[config.mk]
export PLATFORM = sky130hd
export DESIGN_NAME = l2_cache_tag
export DESIGN_NICKNAME = d
export VERILOG_FILES = /design/src/design/l2_cache_pkg.sv /design/src/design/l2_cache_tag.sv
export SDC_FILE = /design/constraint.sdc
export NUM_CORES = 2
export LEC_CHECK = 0
export BUFFER_PORTS_ARGS = -buffer_cell sky130_fd_sc_hd__clkbuf_2
export CAP_MARGIN = 5
export CORE_UTILIZATION = 50
export CTS_CLUSTER_SIZE = 28
export DETAILED_ROUTE_END_ITERATION = 10
export PLACE_DENSITY = 0.66
export SLEW_MARGIN = 20
export SYNTH_ARGS = -nofsm -noshare
export SYNTH_HDL_FRONTEND = slang
export SYNTH_SLANG_ARGS = --single-unit
export TNS_END_PERCENT = 50
[constraint.sdc]
create_clock -name clk -period 3.5 [get_ports clk]
set_input_delay 0.525 -clock clk [delete_from_list [all_inputs] [get_ports clk]]
set_output_delay 0.525 -clock clk [all_outputs]
set_load 0.1 [all_outputs]
[src/design/l2_cache_pkg.sv]
// Shared types of the load-only L2 cache pipeline
// Tags hold the full line address, so no type here depends on SET_BITS
// A line is LINE_WORDS words of 32 bits, word 0 in the low bits

package l2_cache_pkg;

	localparam int LINE_WORDS = 4;			// 32-bit words per line

	typedef logic [25:0] l2_addr_t;			// Line address, byte address / 16
	typedef logic [127:0] l2_line_t;		// One full cache line

	typedef struct packed {
		logic [1:0] core;
		logic [1:0] unit;
		logic [1:0] strand;
	} requester_t;						// Who gets the response

	typedef struct packed {
		requester_t requester;
		l2_addr_t addr;
	} l2_req_t;

	// Idle marks an empty lookup stage
	typedef enum logic [1:0] {
		LOOKUP_IDLE,
		LOOKUP_HIT,
		LOOKUP_MISS,
		LOOKUP_FILL
	} lookup_t;

	typedef struct packed {
		logic valid;
		l2_req_t req;
		logic restarted;				// Reissued after a fetch
		l2_line_t fill_line;			// Only meaningful when restarted
	} arb_stage_t;

	typedef struct packed {
		requester_t requester;
		l2_addr_t addr;
		l2_line_t line;
	} l2_rsp_t;

endpackage

[src/design/l2_cache_tag.sv]
// Tag and valid array of the direct-mapped cache
// The set is the low SET_BITS of the line address; the tag is the whole address
// A restarted request installs its tag, any other request is compared
// Results are registered, one cycle after the arbiter stage
`timescale 1ns/10ps

module l2_cache_tag import l2_cache_pkg::*; #(
	parameter int SET_BITS = 6
) (
	input logic clk,
	input logic arst_n,
	input arb_stage_t arb_stage,
	output lookup_t lookup,
	output l2_req_t tag_req
);

	localparam int NUM_SETS = 2 ** SET_BITS;

	l2_addr_t tags [NUM_SETS];			// Full line address per set
	logic [NUM_SETS-1:0] valid_bits;
	logic [SET_BITS-1:0] set;
	logic tag_match;

	assign set = arb_stage.req.addr[SET_BITS-1:0];
	assign tag_match = valid_bits[set] && (tags[set] == arb_stage.req.addr);

	// Valid bits and the registered lookup result
	always_ff @(posedge clk or negedge arst_n) begin
		if (!arst_n) begin
			valid_bits <= '0;
			lookup <= LOOKUP_IDLE;
		end else if (!arb_stage.valid) begin
			lookup <= LOOKUP_IDLE;
		end else if (arb_stage.restarted) begin
			valid_bits[set] <= 1'b1;	// Line now present
			lookup <= LOOKUP_FILL;
		end else begin
			lookup <= tag_match ? LOOKUP_HIT : LOOKUP_MISS;
		end
	end

	always_ff @(posedge clk) begin
		if (arb_stage.valid && arb_stage.restarted)
			tags[set] <= arb_stage.req.addr;	// Overwrites any older line
		tag_req <= arb_stage.req;
	end

endmodule

### Word-level counts from Yosys, hierarchy flattened

Memories as Yosys holds them, arrays and structs flattened.
Index checks and enable logic that the tools add are counted.

* memory bits (writable): 1664
* flip-flop bits (word level): 98
* bits of input ports: 164
* word-level logic and storage cells: 24
* memories: 1
* output and inout bits: 34

* bitwise logic cells: 1
* muxes and demuxes: 9
* order comparisons: 2
* equal/unequal tests: 1
* reduce and logical (&&, ||, !) cells: 4

Memory list
* tags: words 64, bits a word 26, read ports 1, clocked after Yosys merged registers in 0, write ports 1, RTL line l2_cache_tag.sv:19 `l2_addr_t tags [NUM_SETS];`

Operators with widths (number)
* bitwise OR 64 bit: 1
* == test 26 bit: 1
* less-than comparator 6 x 7 -> 1 bit (second input constant): 1
* binary-select mux 1 bit (select 6 bit): 1
* demux 1 bit (select 6 bit): 1
* greater-or-equal comparator 6 x 1 -> 1 bit (second input constant): 1
* two-way mux 2 bit: 3
* two-way mux 1 bit: 4
* logical AND 1 bit: 3
* AND reduction 2 bit: 1

### Logic depth before layout (Yosys ltp)

* depth in word-level cells: 6
* gate-level depth with buffers: 16
* gate-level depth less buffers: 9

### Worst setup path after synthesis

OpenSTA, ideal clock, no wires.

* path type: input to register
* start point: input arb_stage[129] (netlist name)
* end point: memory tags[13][0] (netlist name) (enable)
* arrival: 3.271 ns
* stages: 10
* slack: -0.181 ns
* setup time: 0.410 ns
* path buffers: 8
* cells stage by stage: buf_6 > buf_6 > buf_6 > buf_6 > buf_4 > buf_4 > buf_2 > buf_2 > nand3_1 > nor2_1

RTL lines
* start: declaration: RTL line l2_cache_tag.sv:12 `input arb_stage_t arb_stage,`
* end: declaration: RTL line l2_cache_tag.sv:19

No word-level cell before the write port.

### Worst setup path after layout

* start point: input arb_stage[131] (netlist name)
* end point: register lookup[1]

* longest elaborated chain between the ends: 6
* elaborated cells between the ends (all ways): 8
* those cells by class: eq/ne: 1; mux: 5; reduce/logical: 1; memory: 1

RTL lines
* memory read (64 x 26 bit) or binary-select mux 1 bit (select 6 bit) (tied branches)
* == test 26 bit or two-way mux 1 bit (tied branches): RTL line l2_cache_tag.sv:25 `assign tag_match = valid_bits[set] && (tags[set] == arb_stage.req.addr);`
* logical AND 1 bit (*): RTL line l2_cache_tag.sv:25
* two-way mux 2 bit (*): RTL line l2_cache_tag.sv:38 `lookup <= tag_match ? LOOKUP_HIT : LOOKUP_MISS;`
* two-way mux 2 bit (*): RTL line l2_cache_tag.sv:34 `end else if (arb_stage.restarted) begin`
* two-way mux 2 bit (*): RTL line l2_cache_tag.sv:32 `end else if (!arb_stage.valid) begin`
* end signal: assignment: RTL line l2_cache_tag.sv:38
* end: declaration: RTL line l2_cache_tag.sv:13 `output lookup_t lookup,`

Mark *: on every way between the ends. The rest lies on a longest branch, timed or not. The select of a mux whose other input is x is not followed.
A chain may end at the register's enable or synchronous reset.

==> summary.txt <==
STA
  • Setup TNS: 0 ns
  • Slew Limit Fails: 0
  • Worst-margin pin slew: 0.9535 ns
  • Max Fclk: roughly 290 MHz
  • Hold Fails Final Rpt: 0
  • Min Clock Period, post-route: 3.496 ns
  • RSZ-0062 raised after global routing: false
  • Period utilization: about 100%
  • Skew final: between 0.02 and 0.03 ns
  • Relative slew slack: between 30% and 40%
  • Setup violations, final: 0

Setup path
  • Crit end category: flop
  • Crit path required time: 4.19 ns
  • Most common cell on crit path: buf_4
  • CP max-delay cell: o21ai_1
  • Reg2Reg Setup Slack: 0.11 ns
  • CP cell instances: buf_8 -> buf_12 -> buf_12 -> buf_4 -> nand2b_1 -> buf_4 -> o22ai_1 -> o21ai_1 -> buf_4 -> nand4_1 -> buf_4 -> nor4_1 -> xor2_1 -> nand4_1 -> nor4_2 -> buf_4 -> a31oi_1
  • Crit Path Max Fanout: 22
  • Crit path launch: arb_stage[131]
  • Setup crit start kind: input port
  • Cell family with the largest share of critical-path delay: buffers and inverters
  • Reg2reg path depth: 10
  • WP data arrival: roughly 4.2 ns
  • Setup CP Type: in -> reg
  • R2r startpoint: tags[13][16]
  • CP Buf/Inv Count: 8
  • WP depth: 17
  • CP max stage delay: between 0.4 and 0.5 ns

Floorplan
  • Die ar.: around 140000 sq um
  • Number of cell rows: between 100 and 150
  • Die width: roughly 370 microns
  • Initial Util: roughly 50%
  • Total core area: 135300 sq um
  • Num ports: 198
  • Overall die height: between 300 and 400 microns

Detailed routing
  • Total wire length: 222.5 mm
  • Wirelength per Cell: 35.67 microns
  • Vias: about 42k
  • Vias per std cell: 6.663
  • Post-route ant nets: 0
  • Detailed Routing Iterations Pass 1: 6
  • DR DRC count: 0
  • Initial DRC count: around 6.9k

Clock tree
  • TritonCTS Buffers: between 150 and 200
  • Root buffer cell: clkbuf_16
  • CTS tree: yes
  • Clock insertion delay at the later pin of the skew report: between 0.8 and 0.9 ns
  • Maximum clock path buffer count: 3
  • # H-tree levels: 4
  • CTS sink count: roughly 1.8k
  • Clock Pin Slew Worst Setup and Hold Paths: roughly 0.06 ns

Finish
  • Fin util: between 60 and 70%
  • Number of inserted diodes: 0
  • Nets: between 4k and 5k
  • Layout cells sized above 1: a little under a third
  • Syn-to-layout area delta: 20.34%

Global routing
  • GRT Total Usage: about a third
  • Largest net degree at the start of global routing: between 60 and 70
  • Total gr overflow: 0
  • Initial antenna violation count: 10
  • Vias in the first global route: just under 40k
  • First-pass GRT wire length: between 300 and 400 mm

Synthesis
  • Post-synthesis cell count: 3642
  • FF+latch count, synth: roughly 1.8k
  • Synthesized cell area: between 60000 and 70000 sq um
  • Post-synth net total: approximately 3.8k
  • Register area share after synthesis: about three quarters
  • Netlist cell types: 89
  • Synth Warn #: 0
  • Synth Area per Inst: 18.71 sq um
  • Most used DFF post-synth: edfxtp_1
  • EDFF count, synth: between 1.5k and 2k
  • Post-synth ARST share: under 10%

Placement
  • Post-DP HPWL: between 100 and 150 mm
  • Routability Congestion: just under 1
  • Input/output buffers: 69

Hold path
  • Hold crit path type: in -> reg
  • Hold path startpoint: arb_stage[141]
  • Hold Crit Depth: 1

Outcome
  • Run status: finished clean

Pwr
  • Total power per unit cell area: approximately 550 nW/um^2
  • P_leak: about 28 nW
  • Worst vdd ir: between 500 and 600 uV

Job
  • Max-Cap Viols: 0
through the flow:
stage / area, sq um / setup slack, ns / power (mW) / hold slack, ns / std cells
3_5_place_dp: 76290 / -0.8639 / 26.97 / 0.4487 / 5907
2_1_floorplan: 68130 / -0.1806 / 25.22 / 0.2294 / 3642
3_3_place_gp: 76290 / -0.9007 / 26.93 / 0.4461 / 5907
5_1_grt: 81990 / 0.004706 / 46.06 / 0.07781 / 6236
6_report: 81990 / 0.004159 / 45.04 / 0.09898 / 6236
4_1_cts: 81950 / 0.03963 / 45.08 / 0.04115 / 6235
layout by cell type (no fill, tap or decap), drive strengths merged, types with 17 or more instances in the layout:
cell     count
dfxtp       32
nor2       101
a31oi       21
o22ai       92
dfrtp       66
o2bb2ai     17
clkinv      66
edfxtp    1664
mux2        98
nor3        17
mux4       126
a221o       36
a22o        27
clkbuf     287
a221oi     121
a211oi      24
nand2       66
mux2i      308
o21ai       59
buf        659
a21oi       61
or2         72
nand3       40
nor4        18
a22oi      132
logic make-up after synthesis:
logic type / count (synthesis) / share of synthesized area [%]
buf+inv: 243 / 2.000
flops: 1762 / 76.70
mux: 532 / 10.31
simple gates: 422 / 3.484
compound gates: 664 / 7.256
xor+xnor: 19 / 0.2442
flip-flops by register name, indices dropped and copies added (netlist names):
signal / count
valid_bits: 64
tags: 1664
lookup: 2
tag_req: 32
where the power goes:
group	internal (mW)	switching [mW]	leakage, nW
clock network	10.4	8.05	2.70
registers	23.2	0.0757	16.1
logic	1.21	2.11	9.31
total	34.8	10.2	28.1
final timing paths:
path | to
worst max-delay path | lookup[1]
worst min-delay path | tags[35][12]
worst max register to register | lookup[1]
worst min register to register | valid_bits[59]
max in group asynchronous | valid_bits[38]
min in group asynchronous | lookup[1]
cell type report:
cell class | instances | area, sq um
Clock buffer | 225 | 4583
Tap cell | 1781 | 2228
Inverter | 7 | 28.78
Fill cell | 9668 | 53300
Timing Repair Buffer | 729 | 6794
Sequential cell | 1762 | 52260
Clock inverter | 95 | 994.7
Multi-Input combinational cell | 1637 | 15110
Yosys cell counts, types with 10 or more instances:
library cell	instances	share of area (%)
edfxtp_1	1664	73
mux2i_1	308	4.5
a22oi_1	131	1.4
mux4_2	126	4.2
a221oi_1	120	1.5
nor2_1	99	0.55
buf_2	92	0.68
o22ai_1	92	0.84
mux2_2	86	1.4
or2_2	68	0.62
dfrtp_1	66	2.4
nand2_1	66	0.36
clkbuf_1	62	0.34
a21oi_1	61	0.45
o21ai_0	57	0.42
nand3_1	39	0.29
a221o_1	36	0.53
dfxtp_1	32	0.94
buf_6	28	0.46
a22o_1	27	0.35
buf_1	26	0.14
buf_4	26	0.29
a211oi_1	24	0.26
a31oi_1	21	0.19
o2bb2ai_1	17	0.22
nand2b_1	16	0.15
nor3_1	16	0.12
and3_1	12	0.11
nor2b_1	12	0.11
o211ai_1	12	0.13
o221ai_1	12	0.15
xor2_1	12	0.15
mux2_1	11	0.18
nand4_1	10	0.092
nor4_1	10	0.092
metal layers:
layer | part of all wire [%] | global-route usage, % | wire length, microns | vias up
met5 | 0.019 | 0 | 42 | -
met4 | 5.5 | 15.48 | 12300 | 6
met3 | 13 | 8.155 | 29630 | 603
met2 | 45 | 48.10 | 99010 | 3192
met1 | 37 | 44.80 | 81470 | 21350
li1 | - | - | - | 16400
repair_timing:
item | CTS | global route
pin swaps | 0 | 3
resized for setup | 1 | 7
setup endpoints to repair | 2 | 2
hold buffers | 8 | 0
endpoints found under the hold margin | 59 | 0
gates cloned | 0 | 0
setup buffers | 0 | 1
Power figures use the tool's default switching activity.
