==> config.mk <==
export PLATFORM = sky130hd
export DESIGN_NAME = l2_cache_arb
export DESIGN_NICKNAME = d
export VERILOG_FILES = /design/src/design/l2_cache_pkg.sv /design/src/design/l2_cache_arb.sv
export SDC_FILE = /design/constraint.sdc
export NUM_CORES = 1
export LEC_CHECK = 0
export ABC_CLOCK_PERIOD_IN_PS = 800
export BUFFER_PORTS_ARGS = -buffer_cell sky130_fd_sc_hd__buf_2
export CAP_MARGIN = 20
export CELL_PAD_IN_SITES_DETAIL_PLACEMENT = 2
export CELL_PAD_IN_SITES_GLOBAL_PLACEMENT = 2
export CORE_ASPECT_RATIO = 0.75
export CORE_MARGIN = 4
export CORE_UTILIZATION = 18
export DETAILED_ROUTE_END_ITERATION = 8
export PLACE_DENSITY_LB_ADDON = 0.1
export SETUP_SLACK_MARGIN = 0.15
export SYNTH_ARGS = -nofsm -noshare
export SYNTH_HDL_FRONTEND = slang
export SYNTH_SLANG_ARGS = --single-unit
==> constraint.sdc <==
create_clock -name clk -period 0.8 [get_ports clk]
set_input_delay 0.16 -clock clk [delete_from_list [all_inputs] [get_ports clk]]
set_output_delay 0.16 -clock clk [all_outputs]
set_load 0.02 [all_outputs]
==> src/design/l2_cache_pkg.sv <==
// Shared types of the load-only L2 cache pipeline
// Tags hold the full line address, so no type here depends on SET_BITS
// A line is LINE_WORDS words of 32 bits, word 0 in the low bits

package l2_cache_pkg;

	localparam int LINE_WORDS = 4;			// 32-bit words per line

	typedef logic [25:0] l2_addr_t;			// Line address, byte address / 16
	typedef logic [127:0] l2_line_t;		// One full cache line

	typedef struct packed {
		logic [1:0] core;
		logic [1:0] unit;
		logic [1:0] strand;
	} requester_t;						// Who gets the response

	typedef struct packed {
		requester_t requester;
		l2_addr_t addr;
	} l2_req_t;

	// Idle marks an empty lookup stage
	typedef enum logic [1:0] {
		LOOKUP_IDLE,
		LOOKUP_HIT,
		LOOKUP_MISS,
		LOOKUP_FILL
	} lookup_t;

	typedef struct packed {
		logic valid;
		l2_req_t req;
		logic restarted;				// Reissued after a fetch
		l2_line_t fill_line;			// Only meaningful when restarted
	} arb_stage_t;

	typedef struct packed {
		requester_t requester;
		l2_addr_t addr;
		l2_line_t line;
	} l2_rsp_t;

endpackage

==> src/design/l2_cache_arb.sv <==
// Arbiter stage: a restarted fill always wins over a new request
// New requests are taken only while the miss queue has room reserved
// for every request that could still miss
`timescale 1ns/10ps

module l2_cache_arb import l2_cache_pkg::*; (
	input logic clk,
	input logic arst_n,
	input logic l2req_valid,
	input l2_req_t l2req,
	input logic restart_valid,
	input l2_req_t restart_req,
	input l2_line_t restart_line,
	input logic miss_room,
	output logic l2req_ready,
	output logic restart_ready,
	output arb_stage_t arb_stage
);

	logic new_accept;					// New request taken this cycle
	logic stage_valid;
	l2_req_t stage_req;
	logic stage_restarted;
	l2_line_t stage_fill;

	assign l2req_ready = miss_room && !restart_valid;	// Restart blocks new input
	assign new_accept = l2req_valid && l2req_ready;
	assign restart_ready = !new_accept;	// Free whenever no new request is taken

	always_ff @(posedge clk or negedge arst_n) begin
		if (!arst_n) begin
			stage_valid <= 1'b0;
		end else begin
			stage_valid <= restart_valid || new_accept;
		end
	end

	always_ff @(posedge clk) begin
		if (restart_valid) begin
			stage_req <= restart_req;
			stage_restarted <= 1'b1;
		end else begin
			stage_req <= l2req;
			stage_restarted <= 1'b0;
		end
		stage_fill <= restart_line;		// Line fetched from memory, used on restart
	end

	assign arb_stage = '{
		valid: stage_valid,
		req: stage_req,
		restarted: stage_restarted,
		fill_line: stage_fill
	};

endmodule

# Word-level counts from Yosys, hierarchy flattened
# Index checks and enable logic that the tools add are counted.
[totals]
reg_bits = 162
n_memories = 0
latchBits = 0
input_bits = 197
elab_cells = 14
mem_bits_rw = 0
mem_bits_ro = 0
[op_classes]
reduce_logical = 5
magnitude_cmp = 0
div = 0
addsub = 0
shifts = 0
muxes = 2
bitwise_logic = 0
eq_ne = 0
mul = 0
[ops]
columns = ["op", "n"]
rows = [
  ["$mux W32", 1],
  ["$logic_and A1 B1 Y1", 2],
  ["$logic_not A1 Y1", 2],
  ["$logic_or A1 B1 Y1", 1],
  ["$mux W1", 1],
]

# Longest topological paths before layout
# Gate-level depths: netlist (run 1).
[depth]
ltp_word = 4
ltp_mapped = 3

# Worst setup path after synthesis (run 1)
# Ideal clock, no wire load.
[synth_path]
path_kind = "input-to-output"
start = "input port restart_valid"
end = "output port l2req_ready"
stages = 3
path_slack_ns = -0.108
path_buffers = 2
t_arrival_ns = 0.748
t_required_ns = 0.640
cell_sequence = "buf_6 > buf_6 > nor2b_1"
[synth_via]
elab_chain_cells = 2
[synth_lines]
columns = ["element", "line_no", "source"]
rows = [
  ["start, declared", "l2_cache_arb.sv:11", "input logic restart_valid,"],
  ["$logic_not A1 Y1", "l2_cache_arb.sv:26", "assign l2req_ready = miss_room && !restart_valid;"],
  ["$logic_and A1 B1 Y1", "l2_cache_arb.sv:26", ""],
  ["end, declared", "l2_cache_arb.sv:15", "output logic l2req_ready,"],
]
# No other way between the ends.

# Worst setup path after layout (run 1)
[layout_path]
start = "register stage_valid"
end = "output port arb_stage[161] (netlist name)"
[layout_rtl]
columns = ["element", "line_no", "source"]
rows = [
  ["start, declared", "l2_cache_arb.sv:21", "logic stage_valid;"],
  ["start signal, assigned", "l2_cache_arb.sv:34", "stage_valid <= restart_valid || new_accept;"],
  ["end, declared", "l2_cache_arb.sv:17", "output arb_stage_t arb_stage"],
]
# No word-level cell between the ends.

==> results of run 1 <==
stage by stage:
stage                     hold WS, ns  power (W)  cells  setup slack (ns)
after detailed placement      -0.0623     0.0108    841            -0.188
final                         -0.0343     0.0208   1006            -0.285
after CTS                     -0.0570     0.0210   1004            -0.317
after global placement        -0.0641     0.0107    841            -0.161
after global routing          -0.0580     0.0217   1006            -0.331
after floorplan                -0.136    0.00976    203           -0.0448
state kept, by name (all words and copies together), names as in the netlist:
register	flops
stage_restarted	1
arb_stage	32
stage_valid	1
stage_fill	128
logic make-up (layout without fill, tap and decap cells):
| group | after synthesis | after routing | share of synthesized area, % |
|---|---|---|---|
| other cells | 0 | 2 | 0 |
| simple gates | 2 | 2 | 0.362 |
| buf+inv | 6 | 525 | 2.04 |
| compound gates | 1 | 1 | 0.197 |
| mux | 32 | 32 | 12.1 |
| flops | 162 | 162 | 85.3 |
area by class of cell:
cell class / count / area [um2] / area share [%]
repair buffers: 493 / 4190 / 46.0
flip-flops and latches: 162 / 3450 / 37.9
multi-input cells: 35 / 490 / 5.38
clock buffers: 19 / 443 / 4.86
well taps: 282 / 353 / 3.87
clock inverters: 13 / 185 / 2.03
diodes: 2 / 5.00 / 0.0549
synthesized netlist by cell type:
cell type  instances  area share [%]
buf_12             2             1.1
mux2_2             5             1.5
dfxtp_1          161              85
a21o_1             1            0.20
buf_4              2            0.39
nor2b_1            1            0.16
mux2_4            27              11
dfrtp_1            1            0.66
buf_6              2            0.59
nand3b_1           1            0.20
power by group through the flow:
stage / clock, W / sequential, W / combinational (W)
2_1_floorplan: 0 / 0.00946 / 0.000298
3_3_place_gp: 0 / 0.00882 / 0.00193
3_5_place_dp: 0 / 0.00884 / 0.00195
4_1_cts: 0.00903 / 0.00887 / 0.00305
5_1_grt: 0.00949 / 0.00895 / 0.00324
6_report: 0.00880 / 0.00890 / 0.00308
layer usage:
layer | wire length [um] | vias to the layer above | track usage [%]
met2 | 11100 | 201 | 32.4
met4 | 228 | 6 | 4.81
li1 | - | 1672 | -
met5 | 60 | - | 0
met3 | 1820 | 22 | 7.78
met1 | 6720 | 1710 | 15.7
worst max-delay path by stage:
stage | cells past startpoint | end | slack (ns)
2_1_floorplan | 3 | restart_ready | -0.04
3_3_place_gp | 3 | arb_stage[129]$_DFF_P_ | -0.16
3_5_place_dp | 3 | arb_stage[130]$_DFF_P_ | -0.19
4_1_cts | 1 | arb_stage[161] | -0.32
5_1_grt | 1 | arb_stage[161] | -0.33
6_report | 1 | arb_stage[161] | -0.29
what timing repair did:
item,CTS,global route
resized for setup,493,1
pin swaps,0,0
endpoints found under the hold margin,162,33
setup buffers,2,0
setup endpoints to repair,164,166
==> flow_summary_export.csv, run 1 <==
group,metric,value,unit
sta,min_period_over_period,136,%
cells_and_area,fin_nets,906,
grt,grt_pass1_wl,29000,um
clock_tree,htreeDepth,4,
cells_and_area,fill_cells,2058,
setup_path,crit_family,"flip-flops",
power,pwr-share-seq,42.8,%
clock_tree,numCtsBuffers,17,
setup_path,critPathMaxFanout,1,
routing,drtIter0Drc,77,
routing,post_drt_wl_per_cell,19.8,um
sta,slew_headroom,86.6,%
grt,antenna_found_initial,5,
grt,overflow,0,
clock_tree,clk_pin_slew,0.07,ns
setup_path,critPathKind,"register to output pin",
power,p_leak,4.27,nW
routing,ant_nets,0,
run,drv_cap,0,
yosys,syn_inst,203,
routing,vias,3611,
setup_path,cp_slowest_cell,"dfrtp_1",
sta,rsz0062_at_grt,"true",
sta,maxSlewViolCount,0,
floorplanning,start_util,18.6,%
power,switching_power,0.00517,W
setup_path,cp.required,0.64,ns
floorplanning,die_h,134,um
power,ir_worst_vdd,0.995,mV
sta,holdWs,-0.0343,ns
worst_hold_path,hp-start,"restart_req[26]",
yosys,netlist_area,3810,um2
placement,dp_hpwl,12500,um
setup_path,worstPathArrival,0.93,ns
cells_and_area,layout_commonest_cell,"buf_2",
clock_tree,cts_tree,"yes",
routing,drt_pass1_iterations,4,
power,p_per_area,2280,nW/um2
grt,grt_pass1_vias,4370,
run_status,violations,"negative hold slack, negative setup slack",
sta,setup_viol,163,
clock_tree,clockRootBuffer,"clkbuf_16",
sta,worst_pin_slew,0.201,ns
worst_hold_path,holdPathEnd,"arb_stage[155]$_DFF_P_",
setup_path,crit_path_max_incr_delay,0.38,ns
yosys,syn_nets,400,
clock_tree,clockBufferDepth,2,
yosys,yosysSeqAreaShare,85.3,%
sta,setup_ws,-0.285,ns
floorplanning,core,20500,um2
run_status,outcome,"finished, violations left",
power,power.share.combinational,14.8,%
yosys,syn_area_per_cell,18.8,um2
yosys,yosysUniqueCellTypes,10,
floorplanning,ios,361,
cells_and_area,area.growth.synth_to_final,139,%
routing,routed_via_density,3.59,
sta,max_freq,922,MHz
setup_path,worstPathCellList,"buf_6",
cells_and_area,layout_common_cells,"buf_2, buf_6, dfxtp_2, dlygate4sd3_1, mux2_4",
cells_and_area,stdcell_area,9110,um2
routing,wl,20000,um
placement,gp_congestion,0.694,
routing,route.detailed.drc,0,
sta,fin_tns_setup,-35.67,ns
placement,port_buffers,360,
cells_and_area,drive_gt1_share,81.6,%
floorplanning,die_w,176,um
worst_hold_path,hp-class,"input pin to register",
sta,layout_min_cycle_time,1.09,ns
yosys,synth_seq_cells,162,
power,internal-power,0.0156,W
grt,grt_max_degree,20,
setup_path,path_buf_inv,1,
floorplanning,fp-row-count,45,
power,switching_share,24.9,%
floorplanning,fp.dieArea,23600,um2
setup_path,startpoint,"stage_valid$_DFF_PN0_",
setup_path,start_kind,"register",
clock_tree,cts_hold_buffers,129,
clock_tree,clkSinkCount,162,
cells_and_area,finalCoreUtilization,44.5,%
placement,postPlaceCellArea,5930,um2
worst_hold_path,min_path_cells,2,
sta,finalHoldViolCount,33,
setup_path,critPathCaptureType,"output pin",
grt,track_usage,16.7,%
power,clockPowerShare,42.3,%
yosys,yosysWarnings,0,
No activity file was read; power rests on OpenSTA's default activity.
==> run 2: changes to the inputs <==
--- a/config.mk
+++ b/config.mk
@@ -12,10 +12,10 @@
 export CELL_PAD_IN_SITES_GLOBAL_PLACEMENT = 2
 export CORE_ASPECT_RATIO = 0.75
 export CORE_MARGIN = 4
-export CORE_UTILIZATION = 18
+export CORE_UTILIZATION = 19
+export CTS_BUF_LIST = sky130_fd_sc_hd__clkbuf_4 sky130_fd_sc_hd__clkbuf_8
 export DETAILED_ROUTE_END_ITERATION = 8
 export PLACE_DENSITY_LB_ADDON = 0.1
-export SETUP_SLACK_MARGIN = 0.15
 export SYNTH_ARGS = -nofsm -noshare
 export SYNTH_HDL_FRONTEND = slang
 export SYNTH_SLANG_ARGS = --single-unit
==> flow_summary_export.csv, run 2 <==
group,metric,value,unit
yosys,synth_area_leaders,"dfxtp_1, mux2_4, mux2_2",
yosys,synth_area_leader_cell,"dfxtp_1",
floorplanning,fp-row-count,44,
clock_tree,clockRootBuffer,"clkbuf_8",
yosys,synth-async-reset-ratio,0.617,%
clock_tree,clkSinkCount,162,
placement,gp_congestion,0.702,
placement,dp_hpwl,12000,um
clock_tree,htreeDepth,4,
clock_tree,cts_hold_buffers,170,
yosys,yosysTopAreaCellShare,84.6,%
yosys,synth_ff_type,"dfxtp_1",
floorplanning,ios,361,
clock_tree,cts_setup_buffers,3,
run_status,error_line,"[ERROR RSZ-0060] Max buffer count reached.",
yosys,netlist_area,3810,um2
yosys,yosysSeqAreaShare,85.3,%
run_status,lastStage,"clock tree synthesis (4_1_cts)",
clock_tree,postCtsResizedCells,490,
run_status,outcome,"did not finish",
yosys,yosysMostFrequentCell,"dfxtp_1",
yosys,synth_seq_cells,162,
yosys,syn_inst,203,
yosys,synth-edff-count,0,
yosys,yosysUniqueCellTypes,10,
floorplanning,die_w,171,um
placement,port_buffers,360,
yosys,yosysWarnings,0,
floorplanning,start_util,19.5,%
clock_tree,clockBufferDepth,2,
floorplanning,die_h,131,um
placement,place_ws,-0.186,ns
yosys,synthTopCellsByCount,"dfxtp_1, mux2_4, mux2_2",
yosys,syn_nets,400,
clock_tree,numCtsBuffers,17,
yosys,syn_area_per_cell,18.8,um2
run 2: kinds of logic after synthesis:
kind of cell    synth area share, %
compound gates                0.197
simple gates                  0.362
flops                          85.3
mux                            12.1
buf+inv                        2.04
run 2: metrics by stage:
step                      cells  area [um2]
after global placement      813        5900
after floorplan             203        3820
after detailed placement    813        5900
==> run 3: changes to the inputs <==
==> config.mk (replaced) <==
export PLATFORM = sky130hd
export DESIGN_NAME = l2_cache_arb
export DESIGN_NICKNAME = d
export VERILOG_FILES = /design/src/design/l2_cache_pkg.sv /design/src/design/l2_cache_arb.sv
export SDC_FILE = /design/constraint.sdc
export NUM_CORES = 1
export LEC_CHECK = 0
export ABC_CLOCK_PERIOD_IN_PS = 1000
export BUFFER_PORTS_ARGS = -buffer_cell sky130_fd_sc_hd__buf_2
export CAP_MARGIN = 20
export CORE_AREA = 4 4 140 142
export DETAILED_ROUTE_END_ITERATION = 8
export DIE_AREA = 0 0 144 146
export PLACE_DENSITY_LB_ADDON = 0.15
export SYNTH_ARGS = -nofsm -noshare
export SYNTH_HDL_FRONTEND = slang
export SYNTH_SLANG_ARGS = --single-unit
==> constraint.sdc (replaced) <==
create_clock -name clk -period 1 [get_ports clk]
set_input_delay 0.2 -clock clk [delete_from_list [all_inputs] [get_ports clk]]
set_output_delay 0.2 -clock clk [all_outputs]
set_load 0.02 [all_outputs]
==> flow_summary_export.csv, run 3 <==
group,metric,value,unit
run_status,outcome,"did not finish",
run_status,lastStage,"clock tree synthesis (4_1_cts)",
run_status,error_line,"[ERROR RSZ-0060] Max buffer count reached.",
placement,place_ws,-0.0767,ns
clock_tree,clkSinkCount,162,
clock_tree,htreeDepth,4,
clock_tree,cts_setup_buffers,0,
yosys,synth_ff_type,"dfxtp_1",
clock_tree,postCtsResizedCells,484,
yosys,syn_inst,203,
yosys,syn_nets,400,
yosys,syn_area_per_cell,18.8,um2
clock_tree,clockBufferDepth,2,
placement,gp_congestion,0.750,
yosys,synthTopCellsByCount,"dfxtp_1, mux2_4, mux2_2",
yosys,yosysWarnings,0,
floorplanning,die_h,146,um
yosys,netlist_area,3810,um2
floorplanning,ios,361,
floorplanning,die_w,144,um
yosys,synth-edff-count,0,
yosys,yosysUniqueCellTypes,10,
yosys,yosysMostFrequentCell,"dfxtp_1",
clock_tree,numCtsBuffers,17,
yosys,yosysSeqAreaShare,85.3,%
yosys,synth_area_leaders,"dfxtp_1, mux2_4, mux2_2",
yosys,synth_area_leader_cell,"dfxtp_1",
yosys,synth_seq_cells,162,
clock_tree,cts_hold_buffers,166,
placement,port_buffers,360,
yosys,yosysTopAreaCellShare,84.6,%
floorplanning,start_util,20.6,%
clock_tree,clockRootBuffer,"clkbuf_16",
floorplanning,fp-row-count,50,
placement,dp_hpwl,10000,um
yosys,synth-async-reset-ratio,0.617,%
-- run 3: cell counts after synthesis --
No cell type changed its count.
-- run 3: cells by family after synthesis --
family | synth area share, %
flip-flops | 85.3
AND/OR/NAND/NOR | 0.362
multiplexers | 12.1
AO/OA/AOI/OAI | 0.197
buffers and inverters | 2.04
-- run 3: stage by stage --
stage	area, um2	TNS [ns]	hold WS [ns]	instances	util (%)
3_3_place_gp	5870	-0.314	-0.0242	794	31.8
2_1_floorplan	3810	0	-0.0956	203	-
3_5_place_dp	5870	-1.50	-0.0156	794	31.8
