==> config.mk <==
export PLATFORM = sky130hd
export DESIGN_NAME = l2_cache_bus_interface
export DESIGN_NICKNAME = d
export VERILOG_FILES = /design/src/design/axi_pkg.sv /design/src/design/l2_cache_pkg.sv /design/src/design/l2_cache_bus_interface.sv
export SDC_FILE = /design/constraint.sdc
export NUM_CORES = 1
export LEC_CHECK = 0
export BUFFER_PORTS_ARGS = -buffer_cell sky130_fd_sc_hd__clkbuf_2
export CORE_MARGIN = 4
export CORE_UTILIZATION = 30
export CTS_BUF_LIST = sky130_fd_sc_hd__clkbuf_4
export DETAILED_ROUTE_END_ITERATION = 8
export PLACE_DENSITY_LB_ADDON = 0.15
export SKIP_LAST_GASP = 1
export SYNTH_ARGS = -nofsm -noshare
export SYNTH_HDL_FRONTEND = slang
export SYNTH_SLANG_ARGS = --single-unit
==> constraint.sdc <==
create_clock -name clk -period 11.32 [get_ports clk]
set_input_delay 2.264 -clock clk [delete_from_list [all_inputs] [get_ports clk]]
set_output_delay 2.264 -clock clk [all_outputs]
set_load 0.01 [all_outputs]
==> src/design/axi_pkg.sv <==
// AXI read channel types for line fetches
// One line is fetched as a single incrementing burst of 32-bit beats

package axi_pkg;

	typedef logic [31:0] axi_addr_t;		// Byte address
	typedef logic [31:0] axi_data_t;		// One beat
	typedef logic [7:0] axi_len_t;			// Beats minus one

	localparam axi_len_t BURST_LEN = 8'd3;	// Four beats per line
	localparam int BYTES_PER_LINE = 16;

endpackage

==> src/design/l2_cache_pkg.sv <==
// Shared types of the load-only L2 cache pipeline
// Tags hold the full line address, so no type here depends on SET_BITS
// A line is LINE_WORDS words of 32 bits, word 0 in the low bits

package l2_cache_pkg;

	localparam int LINE_WORDS = 4;			// 32-bit words per line

	typedef logic [25:0] l2_addr_t;			// Line address, byte address / 16
	typedef logic [127:0] l2_line_t;		// One full cache line

	typedef struct packed {
		logic [1:0] core;
		logic [1:0] unit;
		logic [1:0] strand;
	} requester_t;						// Who gets the response

	typedef struct packed {
		requester_t requester;
		l2_addr_t addr;
	} l2_req_t;

	// Idle marks an empty lookup stage
	typedef enum logic [1:0] {
		LOOKUP_IDLE,
		LOOKUP_HIT,
		LOOKUP_MISS,
		LOOKUP_FILL
	} lookup_t;

	typedef struct packed {
		logic valid;
		l2_req_t req;
		logic restarted;				// Reissued after a fetch
		l2_line_t fill_line;			// Only meaningful when restarted
	} arb_stage_t;

	typedef struct packed {
		requester_t requester;
		l2_addr_t addr;
		l2_line_t line;
	} l2_rsp_t;

endpackage

==> src/design/l2_cache_bus_interface.sv <==
// Miss queue and AXI read engine
// Each queued miss is fetched with one 4-beat burst, word 0 first, then
// offered back to the arbiter as a restart carrying the line
// miss_room stays high while 3 entries are free: 2 stages in flight plus one
// MISS_QUEUE_DEPTH must be a power of two of at least 4
// Only one fetch is outstanding at a time
`timescale 1ns/10ps

module l2_cache_bus_interface import l2_cache_pkg::*, axi_pkg::*; #(
	parameter int MISS_QUEUE_DEPTH = 4
) (
	input logic clk,
	input logic arst_n,
	input logic miss_valid,
	input l2_req_t miss_req,
	input logic restart_ready,
	input logic axi_arready,
	input logic axi_rvalid,
	input axi_data_t axi_rdata,
	output logic miss_room,
	output logic restart_valid,
	output l2_req_t restart_req,
	output l2_line_t restart_line,
	output axi_addr_t axi_araddr,
	output axi_len_t axi_arlen,
	output logic axi_arvalid,
	output logic axi_rready
);

	localparam int PTR_BITS = $clog2(MISS_QUEUE_DEPTH);
	localparam int CNT_BITS = $clog2(MISS_QUEUE_DEPTH + 1);
	localparam int BEAT_BITS = $clog2(LINE_WORDS);

	typedef enum logic [1:0] {
		BUS_IDLE,
		BUS_ADDR,
		BUS_DATA,
		BUS_RESTART
	} bus_state_t;

	bus_state_t state;
	l2_req_t queue [MISS_QUEUE_DEPTH];
	logic [PTR_BITS-1:0] wr_ptr;
	logic [PTR_BITS-1:0] rd_ptr;
	logic [CNT_BITS-1:0] count;
	logic [CNT_BITS-1:0] count_next;
	logic [BEAT_BITS-1:0] beat_cnt;
	logic pop;
	logic beat;							// One R beat accepted
	l2_req_t cur_req;					// Request being fetched
	l2_line_t line_buf;

	assign pop = (state == BUS_IDLE) && (count != '0);
	assign beat = (state == BUS_DATA) && axi_rvalid;
	assign count_next = count + CNT_BITS'(miss_valid) - CNT_BITS'(pop);

	assign axi_arvalid = (state == BUS_ADDR);
	assign axi_rready = (state == BUS_DATA);
	assign axi_araddr = axi_addr_t'(cur_req.addr) * axi_addr_t'(BYTES_PER_LINE);
	assign axi_arlen = BURST_LEN;
	assign restart_valid = (state == BUS_RESTART);
	assign restart_req = cur_req;
	assign restart_line = line_buf;

	always_ff @(posedge clk or negedge arst_n) begin
		if (!arst_n) begin
			state <= BUS_IDLE;
			wr_ptr <= '0;
			rd_ptr <= '0;
			count <= '0;
			beat_cnt <= '0;
			miss_room <= 1'b0;			// Low for the first cycle after reset
		end else begin
			count <= count_next;
			miss_room <= (int'(count_next) + 3 <= MISS_QUEUE_DEPTH);
			if (miss_valid)
				wr_ptr <= wr_ptr + 1'b1;	// Wraps, depth is a power of two
			if (pop)
				rd_ptr <= rd_ptr + 1'b1;
			case (state)
				BUS_IDLE: if (pop) state <= BUS_ADDR;
				BUS_ADDR: begin
					beat_cnt <= '0;
					if (axi_arready)
						state <= BUS_DATA;
				end
				BUS_DATA: if (beat) begin
					beat_cnt <= beat_cnt + 1'b1;
					if (beat_cnt == BEAT_BITS'(LINE_WORDS - 1))
						state <= BUS_RESTART;	// Last beat in
				end
				BUS_RESTART: if (restart_ready) state <= BUS_IDLE;
				default: state <= BUS_IDLE;
			endcase
		end
	end

	always_ff @(posedge clk) begin
		if (miss_valid)
			queue[wr_ptr] <= miss_req;
		if (pop)
			cur_req <= queue[rd_ptr];
		if (beat)
			line_buf <= {axi_rdata, line_buf[127:32]};	// Shift down, word 0 ends lowest
	end

endmodule

# == Word-level counts from Yosys, hierarchy flattened ==
# Memory sizes are Yosys's and may differ from the RTL's. A register that Yosys moved wholly into a read port is not among the register bits.
# Index checks and enable logic that the tools add are counted.
# totals
out_inout_bits,204
in_bits,70
n_memories,1
ff_bits,140
elab_cells,41
ram_bits,128
# classes
muxes,10
eq_ne,9
addsub,6
reduce_logical,7
n_lt_le_gt_ge,1
# memory_table
memory,depth,word_bits,rd,rd_clocked_by_memory_dff,write_ports,line,text
queue,4,32,1,1,1,l2_cache_bus_interface.sv:42,l2_req_t queue [MISS_QUEUE_DEPTH];
# ops
op,count
$mux 2,6
$pmux 2 s4,1
$add 2x1->2 const B,3
$eq 2x2->1 const B,3
$ne 2x2->1 const B,3
$reduce_and 5->1,1
$add 3x2->4 const B,1
$le 4x3->1 const B,1
$ne 2x1->1 const B,2
$pmux 2 s2,1
$add 3x1->3,1
$reduce_bool 3->1,1
$sub 3x1->3,1
$eq 2x1->1 const B,1
$logic_and 1x1->1,2
$logic_not 2->1,1
$mux 1,2
$reduce_and 2->1,1
$reduce_bool 2->1,1

# == Depth between registers and ports, before layout ==
# Gate-level depths: netlist of the first run.
# logic_depth
depth_word,5
ltp_mapped,11
depth_no_buf,11

# == Least setup slack after synthesis of the first run ==
# OpenSTA, ideal clock, no wires.
# synth_timing
path_kind,input-to-reg
from,input axi_rvalid
to,register line_buf[0] (netlist: restart_line[0]) (enable)
cell_stages,1
path_slack_ps,5636
setup_time_ps,502
t_arrival_ps,5182
path_cell_list,and2_1
# synth_via
elab_chain_len,1
# synth_rtl
item,line,text
"start, declared",l2_cache_bus_interface.sv:18,"input logic axi_rvalid,"
$logic_and 1x1->1,l2_cache_bus_interface.sv:54,assign beat = (state == BUS_DATA) && axi_rvalid;
"end signal, assigned",l2_cache_bus_interface.sv:104,"line_buf <= {axi_rdata, line_buf[127:32]};"
"end, declared",l2_cache_bus_interface.sv:51,l2_line_t line_buf;
# Every way passes these cells.
# A chain may end at the register's enable or synchronous reset.

# == Final worst setup path of the first run ==
# layout_timing
from,register state[0]
to,output axi_rready
# layout_via
elab_chain_len,1
# layout_rtl
item,line,text
"start, declared",l2_cache_bus_interface.sv:41,bus_state_t state;
"start signal, assigned",l2_cache_bus_interface.sv:67,state <= BUS_IDLE;
"start signal, assigned",l2_cache_bus_interface.sv:81,BUS_IDLE: if (pop) state <= BUS_ADDR;
"start signal, assigned",l2_cache_bus_interface.sv:85,state <= BUS_DATA;
$eq 2x2->1,l2_cache_bus_interface.sv:58,assign axi_rready = (state == BUS_DATA);
"end, declared",l2_cache_bus_interface.sv:27,output logic axi_rready
# Every way passes these cells.

==> results of run 1 <==
kinds of logic after synthesis:
| kind of cell | Yosys count |
|---|---|
| other | 2 |
| muxes | 35 |
| and+or+nand+nor | 15 |
| adders and majority gates | 13 |
| xor gates and xnor gates | 6 |
| buffers and inverters | 56 |
| DFF | 300 |
| AOI/OAI and AO/OA | 6 |
report_power, final:
part	switching, W	total, W	internal (W)
clock network	0.000425	0.000967	0.000542
registers	0.000143	0.00170	0.00155
logic	0.000408	0.000700	0.000292
total	0.000976	0.00336	0.00239
layer usage:
layer,track usage [%],share of wire (%)
met1,12.7,37
met2,18.4,47
met3,7.89,13
met4,5.21,2.3
met5,0,0.098
placed cells by master (no fill, tap or decap), types with 4 or more instances in the layout:
cell type                  instances
sky130_fd_sc_hd__dfrtp_1          10
sky130_fd_sc_hd__conb_1           14
sky130_fd_sc_hd__edfxtp_1        288
sky130_fd_sc_hd__mux4_2           32
sky130_fd_sc_hd__inv_1             8
sky130_fd_sc_hd__and2_2            4
sky130_fd_sc_hd__ha_1             12
sky130_fd_sc_hd__clkbuf_4        118
sky130_fd_sc_hd__clkbuf_2        259
sky130_fd_sc_hd__clkinv_1          9
worst max path at each step:
stage / depth (start not counted) / startpoint / end / slack [ns]
global route: 3 / state[0] / axi_rready / 7.10
detailed placement: 3 / axi_rvalid / restart_line[106] / 7.00
finish: 3 / state[0] / axi_rready / 7.30
CTS: 3 / state[0] / axi_rready / 7.19
global placement: 3 / axi_rvalid / restart_line[17] / 7.07
floorplan: 1 / axi_rvalid / restart_line[0] / 5.64
registers in the layout, indices dropped and copies added, names as in the netlist:
| name | flops |
|---|---|
| rd_ptr | 2 |
| restart_line | 128 |
| restart_req | 32 |
| miss_room | 1 |
| count | 3 |
| wr_ptr | 2 |
| state | 2 |
| queue | 128 |
| beat_cnt | 2 |
stage by stage:
stage          util, %  instances  worst slack [ns]  instance area [µm²]
6_report          37.9       1251              7.30                13100
5_1_grt           37.9       1251              7.10                13100
4_1_cts           37.9       1248              7.19                13100
3_5_place_dp      34.9       1113              7.00                12000
3_3_place_gp      34.9       1113              7.07                12000
2_1_floorplan        -        445              5.64                10500
critical path, stage by stage (launching register included):
cell,delay (ns)
sky130_fd_sc_hd__dfrtp_1,0.40
sky130_fd_sc_hd__inv_1,0.14
sky130_fd_sc_hd__ha_1,0.32
sky130_fd_sc_hd__clkbuf_2,0.19
cells in the mapped netlist, drive strengths merged:
library cell | n | area (µm²)
clkbuf | 2 | 7.51
and2 | 5 | 31.3
inv | 8 | 30.0
mux4 | 32 | 721
nor2 | 3 | 11.3
ha | 12 | 150
buf | 46 | 338
dfrtp | 12 | 300
xor2 | 3 | 26.3
nand2 | 3 | 11.3
xnor2 | 3 | 26.3
o31a | 1 | 10.0
a21boi | 1 | 7.51
a2111oi | 1 | 15.0
nand2b | 1 | 6.26
o21ai | 2 | 10.0
nor2b | 2 | 12.5
a22o | 1 | 8.76
edfxtp | 288 | 8650
mux2i | 1 | 10.0
mux2 | 2 | 22.5
conb | 2 | 7.51
nor3 | 1 | 5.00
fa | 1 | 20.0
layout make-up:
class	count	area, µm²
timing repair buffer	261	1310
sequential	300	8950
multi-input combinational	89	1160
antenna	3	7.51
clock inverter	17	149
fill	3285	21400
tap	455	569
inverter	8	30.0
clock buffer	118	886
==> results, run 1 <==
- The launching point of the worst reg2reg path is state[1].
- The number of nets in the final layout is approximately 800.
- The final critical-path share of the clock period is 35.5%.
- The post-route netlist has between 50 and 60% of its cells at a drive strength greater than 1.
- STA classifies the critical path endpoint as an output pin.
- For this configuration, the core starts out at a cell density of 30.3%.
- The total wire length is ~23000 µm.
- The final count of hold timing violations is 0.
- The number of global-route vias before repair was 5858.
- Summed over all cells, the static leakage comes to ~5.0 nW.
- The clock edge transition at the registers on the reported setup and hold paths is roughly 0.070 ns.
- Yosys printed 0 warnings.
- The number of hold buffers added after cts is 0.
- The worst-case hold path end point is restart_line[95].
- The number of distinct library cells after synthesis is 26.
- The TritonCTS sink count is 300.
- The number of standard cells after synthesis is 433.
- At the end of routability-driven placement, the weighted congestion stood at between 0.8 and 0.9.
- The remaining global-route overflow is 0.
- The cell at the root of the clock tree is sky130_fd_sc_hd__clkbuf_4.
- The mean post-synth cell area is about 24 µm².
- The detailed-route wire length per cell is around 18 µm.
- The netlist area before placement is around 10000 µm².
- The core region is approximately 34000 µm².
- The type of the worst setup path is reg2out.
- The setup-violating endpoint count in the final report is 0.
- Counting along the longest clock path gives a buffer depth of 3.
- TritonCTS built the clock tree.
- The count of input and output buffers is between 200 and 300.
- Summing the areas of all compound-gate instances in the mapped netlist gives less than 1% of the synthesized area.
- After Yosys synthesis, XOR and XNOR cells account for less than 1% of the synthesized area.
- The first global-routing pass estimated approximately 34000 µm of wire.
- STA puts the critical path data required time at between 9 and 10 ns.
- The number of levels the H-tree was split into is 3.
- Summing the areas of all and, or, nand and nor instances in the mapped netlist gives less than 1% of the synthesized area.
- The power after layout is around 0.0034 W.
- The number of slew-limit violations in the final report was 0.
- The die is 195 µm wide.
- The remaining antenna violation count is 0.
- The number of CTS-inserted buffers is between 70 and 80.
- Counting instances, the worst hold path has a depth of 0.
- The number of top-level design ports is roughly 270.
- The highest ir drop seen on vdd is approximately 0.00015 V.
- The path depth of the worst reg2reg path is 11.
- The combined global-route utilization of all metal layers is approximately an eighth.
- The worst register-to-register path ends at miss_room.
- The biggest fanout along the worst timing path is 8.
- The first detailed-routing pass took 4 iterations.
- The slack of the worst reg-to-reg path is ~8.2 ns.
- In this run, the number of DRC markers left after iteration 0 of detailed routing was a little over 200.
- The floorplan die area is 37800 µm².
- After synthesis, the share of cell area in mux cells is under 10%.
- The largest clock skew in the final design is 0.0364 ns.
- Detailed placement ended at an HPWL of roughly 14000 µm.
- From bottom edge to top edge, the die measures between 150 and 200 µm.
- Of the total synthesized cell area, the portion taken by full adders, half adders and majority gates is 1.63%.
- The pin count of the biggest net entering global routing is 83.
- The number of max-cap violations is 0.
- The worst hold path begins at restart_line[127].
- Setup total negative slack on the finished layout was measured at 0 ns.
- Setup repair after global routing left no endpoint under its margin.
- Sequential elements use between 80% and 90% of the synthesized area.
- Counting I/O delays and the setup requirement, the final critical path takes 4.02 ns.
- Compared with the post-synthesis result, the final layout area differs by 25.2%.
- The number of remaining DRC errors is 0.
- The type of the most critical hold path is reg2reg.
- In this run the tightest slew margin relative to its limit is ~24%.
- Clock latency on the worst-skew pair, taken at its later pin, is about 0.74 ns.
- The total power density per cell area is around 260 nW/µm².
- The flow ran to the end, and the final reports show no timing, DRC or antenna violations.
- The worst hold slack after final layout is approximately 0.43 ns.
- The detail-routed via count per cell is approximately 4.2.
- The combinational family with the most area after synthesis is multiplexers.
- The number of antenna violations at the first check in global routing is 4.
- The post-cts sizing count is 0.
- For the worst setup path, the data arrival time is 1.75 ns.
- The achievable frequency is approximately 0.25 GHz.
- The worst setup path is launched from a flop.
- Synthesis inferred 300 register bits.
- The count of standard-cell rows is roughly 70.
- The measured slew at the worst slew-check pin is around 1.1 ns.
- The number of buffers added for setup after CTS is 0.
- The detailed router placed roughly 5200 vias in this run.
Note: power is estimated with default switching activity, not from simulation.
==> inputs of run 2 (changes only) <==
Settings changed: ABC_AREA from default to 1.
Clock period 11.32 ns to 4.15 ns, I/O delays scaled along.
==> run 2 against run 1 <==
Critical path depth unchanged. Highest routed layer unchanged. First-iteration DRC count decreased by 13%. Synthesized area increased by 4.5%.
==> results, run 2 <==
- The most used flip-flop cell after synthesis is sky130_fd_sc_hd__edfxtp_1.
- For this run, the share of the core covered by cells in the final layout is between 30% and 40%.
- After the first detailed-routing iteration, the DRC count stood at approximately 180.
- The detail-routed via count per cell is 4.20.
- The accumulated negative setup slack is 0 ns.
- The remaining global-route overflow is 0.
- Entering global routing, the biggest net connects 67 pins.
- At the worst endpoint, the arrival time is between 1.5 and 2 ns.
- The worst register-to-register path ends at restart_line[126].
- The maximum single-stage delay on the critical path is roughly 0.42 ns.
- The number of distinct library cells after synthesis is 25.
- Timing would allow up to about 0.40 GHz.
- Leaving out fill and tap cells, the most frequent cell in the layout is sky130_fd_sc_hd__edfxtp_1.
- The cell at the root of the clock tree is sky130_fd_sc_hd__clkbuf_4.
- The cell type with the largest total area after synthesis is sky130_fd_sc_hd__edfxtp_1.
- The number of max-cap violations is 0.
- Setup violations remaining at the end of the flow were counted as 0.
- The share of async-settable or async-resettable flops after synthesis is 4.00%.
- The number of gates resized after CTS was 0.
- The worst-case hold path end point is restart_line[116].
- The number of global-route vias before repair is roughly 6400.
- Buffers inserted during clock tree synthesis total between 80 and 90.
- The post-route cell area is ~13000 µm².
- The number of remaining DRC errors is 0.
- The count of standard-cell rows is between 60 and 70.
- The final critical path takes up between 50% and 60% of the cycle.
- The count of input and output buffers is between 200 and 300.
- By count the netlist is led by 288 x sky130_fd_sc_hd__edfxtp_1, 60 x sky130_fd_sc_hd__o21ai_0, 47 x sky130_fd_sc_hd__nor2_1, 40 x sky130_fd_sc_hd__buf_4, 24 x sky130_fd_sc_hd__nand2_1.
- The number of top-level design ports is between 200 and 300.
- The wire length on met2 is ~11000 µm.
- The count of nets left with antenna violations once routing finished came out at 0.
- The maximum number of buffers from clock root to sink is 3.
- The floorplan die area is ~39000 µm².
- Leaving out fill and tap cells, the most frequent cells in the layout are 288 x sky130_fd_sc_hd__edfxtp_1, 259 x sky130_fd_sc_hd__clkbuf_2, 126 x sky130_fd_sc_hd__clkbuf_4.
- Clock tree synthesis found a total of 300 sinks.
- The highest metal layer with signal wires is met5.
- The sequential fraction of the synthesis area is a little over 80%.
- The final count of hold timing violations is 0.
- The cell area that synthesis handed to floorplanning was roughly 11000 µm².
- Walking the worst path, the cells encountered are inv_1 > ha_1 > clkbuf_2.
- The count of flip-flops with a built-in enable after synthesis is between 200 and 300.
- For the worst setup path, the data required time is between 3 and 4 ns.
- The number of iterations in the first detailed-routing pass is 5.
- The final layout contains routed wiring with a total length of 23700 µm.
- The type of the most critical hold path is in2reg.
- Ranked by total cell area, the synthesized netlist is headed by sky130_fd_sc_hd__edfxtp_1 79%, sky130_fd_sc_hd__buf_4 2.8%, sky130_fd_sc_hd__dfrtp_1 2.8%.
- The number of antenna violations at the first check in global routing is 7.
- The synthesized flop and latch total is 300.
- The clock period could shrink to 2.47 ns.
- The path depth of the worst reg2reg path is 5.
- The run finished with clean final reports.
- The wire length the detailed router placed on met1 is ~9400 µm.
- The slack of the worst reg-to-reg path is roughly 1.9 ns.
- Setup repair after global routing left no endpoint under its margin.
- Counting instances, the worst hold path has a depth of 1.
- The placer's final routability congestion estimate is between 0.7 and 0.8.
- For the pin with the worst max-slew slack, the measured transition is roughly 0.86 ns.
- The largest clock skew in the final design is approximately 0.032 ns.
- The worst slew margin relative to its limit is 42.4%.
- In the final layout, the share of cells above drive strength 1 is a little under half.
- The number of inserted filler cells in the final layout is between 3000 and 4000.
- Averaged over all synthesized cells, the footprint is 18.1 µm².
- The detailed-route wire length per cell is 16.7 µm.
- The die height is roughly 200 µm.
- The highest ir drop seen on vdd is slightly below 0.0003 V.
- The routed via count is ~6000.
- The leading cell type by number of instances after synthesis is sky130_fd_sc_hd__edfxtp_1.
- The largest individual stage delay along the critical path comes from the cell sky130_fd_sc_hd__dfrtp_1.
- After detailed placement, the total cell area comes to approximately 12000 µm².
- The total half-perimeter wirelength after legalization and detailed placement is ~15000 µm.
- After synthesis, the largest area contributor takes up about 79% of total cell area.
- Clock-pin slew was measured on the worst setup and hold paths at about 0.06 ns.
- Once the floorplan was initialized, standard cells occupied 30.5% of the core.
- In this run the most critical hold path is launched from axi_rdata[20].
- The number of slew-limit violations in the final report is 0.
- The area added between synthesis and finish is 23.7%.
- Synthesis produced a netlist whose cell count is roughly 600.
- The global-route wire length before repair is around 35000 µm.
- The critical path is of the reg2out type.
- The startpoint type of the worst setup path is a flop.
- Yosys printed 0 warnings.
- Along the worst path, the maximum fanout reaches 5.
- The number of levels the H-tree was split into is 3.
- The number of nets in the final layout is 983.
- Wire segments on met3 add up to 2950 µm in the final route.
- The total power density per cell area is 712 nW/µm².
- STA classifies the critical path endpoint as an output pin.
- TritonCTS built the clock tree.
- After floorplanning, the core was sized to cover 35700 µm².
- For this design the static power due to leakage is between 5 and 6 nW.
- Global routing consumed, over all layers together, around an eighth of the routing resources.
- The die span in x is just under 200 µm.
- The clock reaches the later pin of the worst-skew pair after 0.72 ns.
- The launching point of the worst reg2reg path is state[0].
## run 2: changes by cell type after synthesis, moves of 13 or more
cell,delta
sky130_fd_sc_hd__o22ai_2,+20
sky130_fd_sc_hd__nor2_1,+44
sky130_fd_sc_hd__o21ai_0,+58
sky130_fd_sc_hd__nand2_1,+21
sky130_fd_sc_hd__inv_1,+13
sky130_fd_sc_hd__mux4_2,-32
sky130_fd_sc_hd__nor2_4,+20
## run 2: metal layers
layer / vias up / track usage [%]
li1: 2824 / -
met3: 66 / 7.94
met2: 266 / 17.7
met5: - / 0
met4: 12 / 5.04
met1: 2796 / 13.2
## run 2: kinds of logic after synthesis
kind of cell | count (synthesis) | synth area share [%]
DFF | 300 | 82.0
AOI/OAI and AO/OA | 99 | 6.09
and+or+nand+nor | 99 | 4.89
buffers and inverters | 84 | 5.02
adders and majority gates | 13 | 1.56
xor gates and xnor gates | 4 | 0.321
other | 2 | 0.0689
## run 2: critical path: cells and delay by family, from the launching register on
| kind | cells | cell delay [ns] |
|---|---|---|
| DFF | 1 | 0.42 |
| adders and majority gates | 1 | 0.24 |
| buffers and inverters | 2 | 0.28 |
## run 2: worst max path at each step
stage / startpoint / end / slack (ns) / cells past startpoint
6_report: state[0] / axi_rready / 1.68 / 3
5_1_grt: state[1] / axi_arvalid / 1.50 / 3
4_1_cts: state[1] / axi_arvalid / 1.56 / 3
3_5_place_dp: axi_rvalid / restart_line[9] / 1.80 / 4
3_3_place_gp: axi_rvalid / restart_line[9] / 1.80 / 4
2_1_floorplan: axi_rvalid / restart_line[0] / 0.25 / 2
## run 2: final cells by class
class / instances / area, µm² / share of cell area (%)
Inverter: 23 / 93.8 / 0.696
Multi-Input combinational cell: 229 / 1460 / 10.8
Antenna cell: 1 / 2.50 / 0.0185
Tap cell: 461 / 577 / 4.28
Sequential cell: 300 / 8950 / 66.4
Clock buffer: 126 / 946 / 7.01
Timing Repair Buffer: 264 / 1350 / 10.0
Clock inverter: 16 / 116 / 0.863
## run 2: what timing repair did
action,CTS,global route
hold buffers,1,0
buffers inserted,0,0
endpoints found under the hold margin,12,0
## run 2: stage by stage
step | total power, W | instances | worst slack, ns | hold WS [ns]
after detailed placement | 0.00712 | 1276 | 1.80 | 0.432
after global placement | 0.00710 | 1276 | 1.80 | 0.431
after floorplan | 0.00634 | 613 | 0.251 | 0.466
after CTS | 0.00985 | 1419 | 1.56 | 0.180
final | 0.00961 | 1420 | 1.68 | 0.292
after global routing | 0.0103 | 1420 | 1.50 | 0.188
## run 2: power by group
part	switching (W)	internal [W]	total, W
sequential	0.000330	0.00424	0.00457
combinational	0.00160	0.000781	0.00238
clock	0.00116	0.00149	0.00266
total	0.00309	0.00652	0.00961
==> inputs of run 3 (changes only) <==
Clock period 4.15 ns to 2.15 ns, I/O delays scaled along.
==> run 3 against run 2 <==
First-iteration DRC count shrank 4.5%. Via count grew 4.7%. Combinational power grew 120%. Sequential share of layout area shrank 4.4 points. Utilization grew 2.7 points. Non-clock buffer count grew 84. Count of clock-buffer cells in the layout shrank 6. Power grew 99%. Final cell count grew 6.3%. Clock skew grew 0.015 ns. Sequential power grew 91%. Critical endpoint is now miss_room. Largest cell class unchanged. Largest power group unchanged. Highest routed layer unchanged.
==> results, run 3 (synthesis gave the netlist of run 2 again) <==
- The startpoint type of the worst setup path is a flop.
- Across the VDD grid, the largest voltage drop is between 0.0005 and 0.0006 V.
- The number of non-filler instances in the completed layout is 1509.
- In this run the power density over the cells is about 1300 nW/µm².
- The internal power summed over all cells is 0.0128 W.
- The combined area of the multi-input logic cells is approximately 1500 µm².
- The relative contribution of sequential cells to total power is 45.7%.
- In the final layout, flip-flops and latches occupy around 8900 µm².
- Of all nets on the critical path, the largest fanout is 3.
- In this run, CTS created clock tree buffers numbering 84.
- Once the floorplan was initialized, standard cells occupied 30.5% of the core.
- At the later pin of the worst-skew pair, clock insertion delay measures approximately 0.72 ns.
- The area added between synthesis and finish is 32.6%.
- The combined global-route utilization of all metal layers is approximately 13%.
- The detailed-route wire length per cell is ~16 µm.
- Of the available clock period, the critical path in the final layout requires between 90% and 100%.
- The number of top-level design ports is 274.
- The final critical delay including setup and external delays is between 2 and 2.5 ns.
- The number of max-cap violations is 0.
- The type of the most critical hold path is in2async.
- The total wire length is between 20000 and 25000 µm.
- The placer's final routability congestion estimate is ~0.69.
- The TritonCTS sink count is 300.
- In this run the clock root is driven by a sky130_fd_sc_hd__clkbuf_4.
- The run finished with clean final reports.
- The number of antenna violations at the first check in global routing is 3.
- The final route contains 6244 vias.
- The detail-routed via count per cell is between 4 and 5.
- The die covers about 39000 µm².
- The maximum number of buffers from clock root to sink is 3.
- The post-placement setup slack is about 0.077 ns.
- The total area inside the core boundary comes to roughly 36000 µm².
- The library cell used most frequently in the layout, excluding fill and tap cells, is sky130_fd_sc_hd__edfxtp_1.
- The initialized floorplan defines 69 standard-cell rows.
- The clock network burns around a quarter of the power.
- The total half-perimeter wirelength after legalization and detailed placement is 15200 µm.
- Combinational logic is responsible for 28.0% of the overall power.
- The first global-routing pass estimated around 38000 µm of wire.
- The number of slew-limit violations in the final report is 0.
- In this run switching power makes up 32.7% of total power.
- The largest clock skew in the final design is roughly 0.047 ns.
- The first routing iteration left roughly 170 violations.
- After the last flow step, the layout net total stands at approximately 1100.
- The worst setup path is captured at a flop.
- The tightest hold path in the finished design has a slack of 0.138 ns.
- The H-tree generated during clock tree synthesis spans 3 levels.
- In this run the tightest slew margin relative to its limit is a little over three fifths.
- After global routing the overflow that remains totals 0.
- The remaining antenna violation count is 0.
- The top cell types in the final layout, fill and taps aside, are 288 x sky130_fd_sc_hd__edfxtp_1, 258 x sky130_fd_sc_hd__clkbuf_2, 120 x sky130_fd_sc_hd__clkbuf_4.
- The number of global-route vias before repair is 6674.
- Input and output buffers added on the ports amount to ~260.
- For this design the static power due to leakage is around 5.6 nW.
- The worst path meets setup with approximately 0.11 ns of slack.
- The number of iterations in the first detailed-routing pass is 4.
- The number of inserted filler cells in the final layout is 3404.
- The net switching power of the design is between 0.006 and 0.007 W.
- Static timing analysis puts the maximum clock frequency at between 0.4 and 0.5 GHz.
- For the pin with the worst max-slew slack, the measured transition is about 0.56 ns.
- The die is a little under 200 µm wide.
- The number of placed instances, taps included, is between 1000 and 1500.
- The CTS tree is built.
- Data on the critical path arrives at its endpoint at 2.65 ns.
- STA puts the critical path data required time at about 2.8 ns.
- The pin count of the biggest net entering global routing is 66.
- The worst setup path is of the reg2reg kind.
- After detailed routing, the number of remaining DRC violations is 0.
- The post-route netlist has ~45% of its cells at a drive strength greater than 1.
- The final count of hold timing violations is 0.
- From bottom edge to top edge, the die measures approximately 200 µm.
- Clock-pin slew was measured on the worst setup and hold paths at about 0.060 ns.
- Setup violations remaining at the end of the flow were counted as 0.
## run 3: changes by cell type in the layout (fill, tap and decap cells not counted), moves of 3 or more
| cell | delta |
|---|---|
| sky130_fd_sc_hd__ha_1 | -5 |
| sky130_fd_sc_hd__buf_4 | +7 |
| sky130_fd_sc_hd__inv_6 | +3 |
| sky130_fd_sc_hd__clkinv_4 | +3 |
| sky130_fd_sc_hd__ha_2 | +3 |
| sky130_fd_sc_hd__nand2_1 | -3 |
| sky130_fd_sc_hd__clkbuf_4 | -6 |
| sky130_fd_sc_hd__buf_12 | +9 |
| sky130_fd_sc_hd__dlygate4sd3_1 | +66 |
| sky130_fd_sc_hd__clkinv_1 | +5 |
## run 3: power groups by stage
stage | clock (W) | sequential (W) | combinational (W)
2_1_floorplan | 0 | 0.00915 | 0.00313
3_3_place_gp | 0 | 0.00882 | 0.00536
6_report | 0.00503 | 0.00871 | 0.00534
4_1_cts | 0.00530 | 0.00874 | 0.00548
3_5_place_dp | 0 | 0.00885 | 0.00535
5_1_grt | 0.00564 | 0.00886 | 0.00594
## run 3: metal layers
layer	vias to the layer above	share of wire, %	track usage [%]
li1	3002	-	-
met1	2928	39	14.4
met2	268	47	19.5
met3	44	12	7.74
met4	2	1.8	4.61
met5	-	0.052	0
## run 3: critical path, stage by stage (launching register included)
cell and delay (ns):
sky130_fd_sc_hd__dfrtp_1 0.39, sky130_fd_sc_hd__inv_2 0.08, sky130_fd_sc_hd__ha_2 0.20, sky130_fd_sc_hd__nand2_2 0.10, sky130_fd_sc_hd__clkinvlp_4 0.11, sky130_fd_sc_hd__ha_4 0.26
sky130_fd_sc_hd__inv_1 0.03, sky130_fd_sc_hd__ha_1 0.16, sky130_fd_sc_hd__inv_1 0.06, sky130_fd_sc_hd__fa_2 0.42, sky130_fd_sc_hd__inv_1 0.08, sky130_fd_sc_hd__nor2_1 0.04
## run 3: cell type report
cell class | instances | area share, %
antenna | 2 | 0.0346
timing repair buffer | 348 | 15.7
clock inverter | 26 | 1.08
tap | 461 | 3.99
inverter | 23 | 0.684
sequential | 300 | 61.9
clock buffer | 120 | 6.23
multi-input combinational | 229 | 10.4
## run 3: worst paths after layout
kind | from | end | slack (ns) | depth (start not counted)
worst min-delay path | arst_n | wr_ptr[1] | 0.14 | 2
max in group asynchronous | arst_n | rd_ptr[0] | 1.71 | 2
worst max register to register | state[0] | miss_room | 0.11 | 11
worst max-delay path | state[0] | miss_room | 0.11 | 11
worst min register to register | restart_line[110] | restart_line[78] | 0.41 | 0
min in group clk | axi_arready | state[1] | 0.16 | 7
## run 3: through the flow
stage | utilization [%] | setup TNS, ns | instance area (µm²) | total power (W)
2_1_floorplan | - | -109.23 | 11000 | 0.0123
3_3_place_gp | 35.5 | 0 | 12700 | 0.0142
3_5_place_dp | 35.5 | 0 | 12700 | 0.0142
4_1_cts | 40.4 | 0 | 14400 | 0.0195
5_1_grt | 40.5 | -0.00399 | 14500 | 0.0204
6_report | 40.5 | 0 | 14500 | 0.0191
## run 3: repair_timing
item	CTS	global route
setup endpoints to repair	2	3
resized for setup	2	7
hold endpoints to repair	177	0
pin swaps	0	1
hold buffers	67	0
setup buffers	0	1
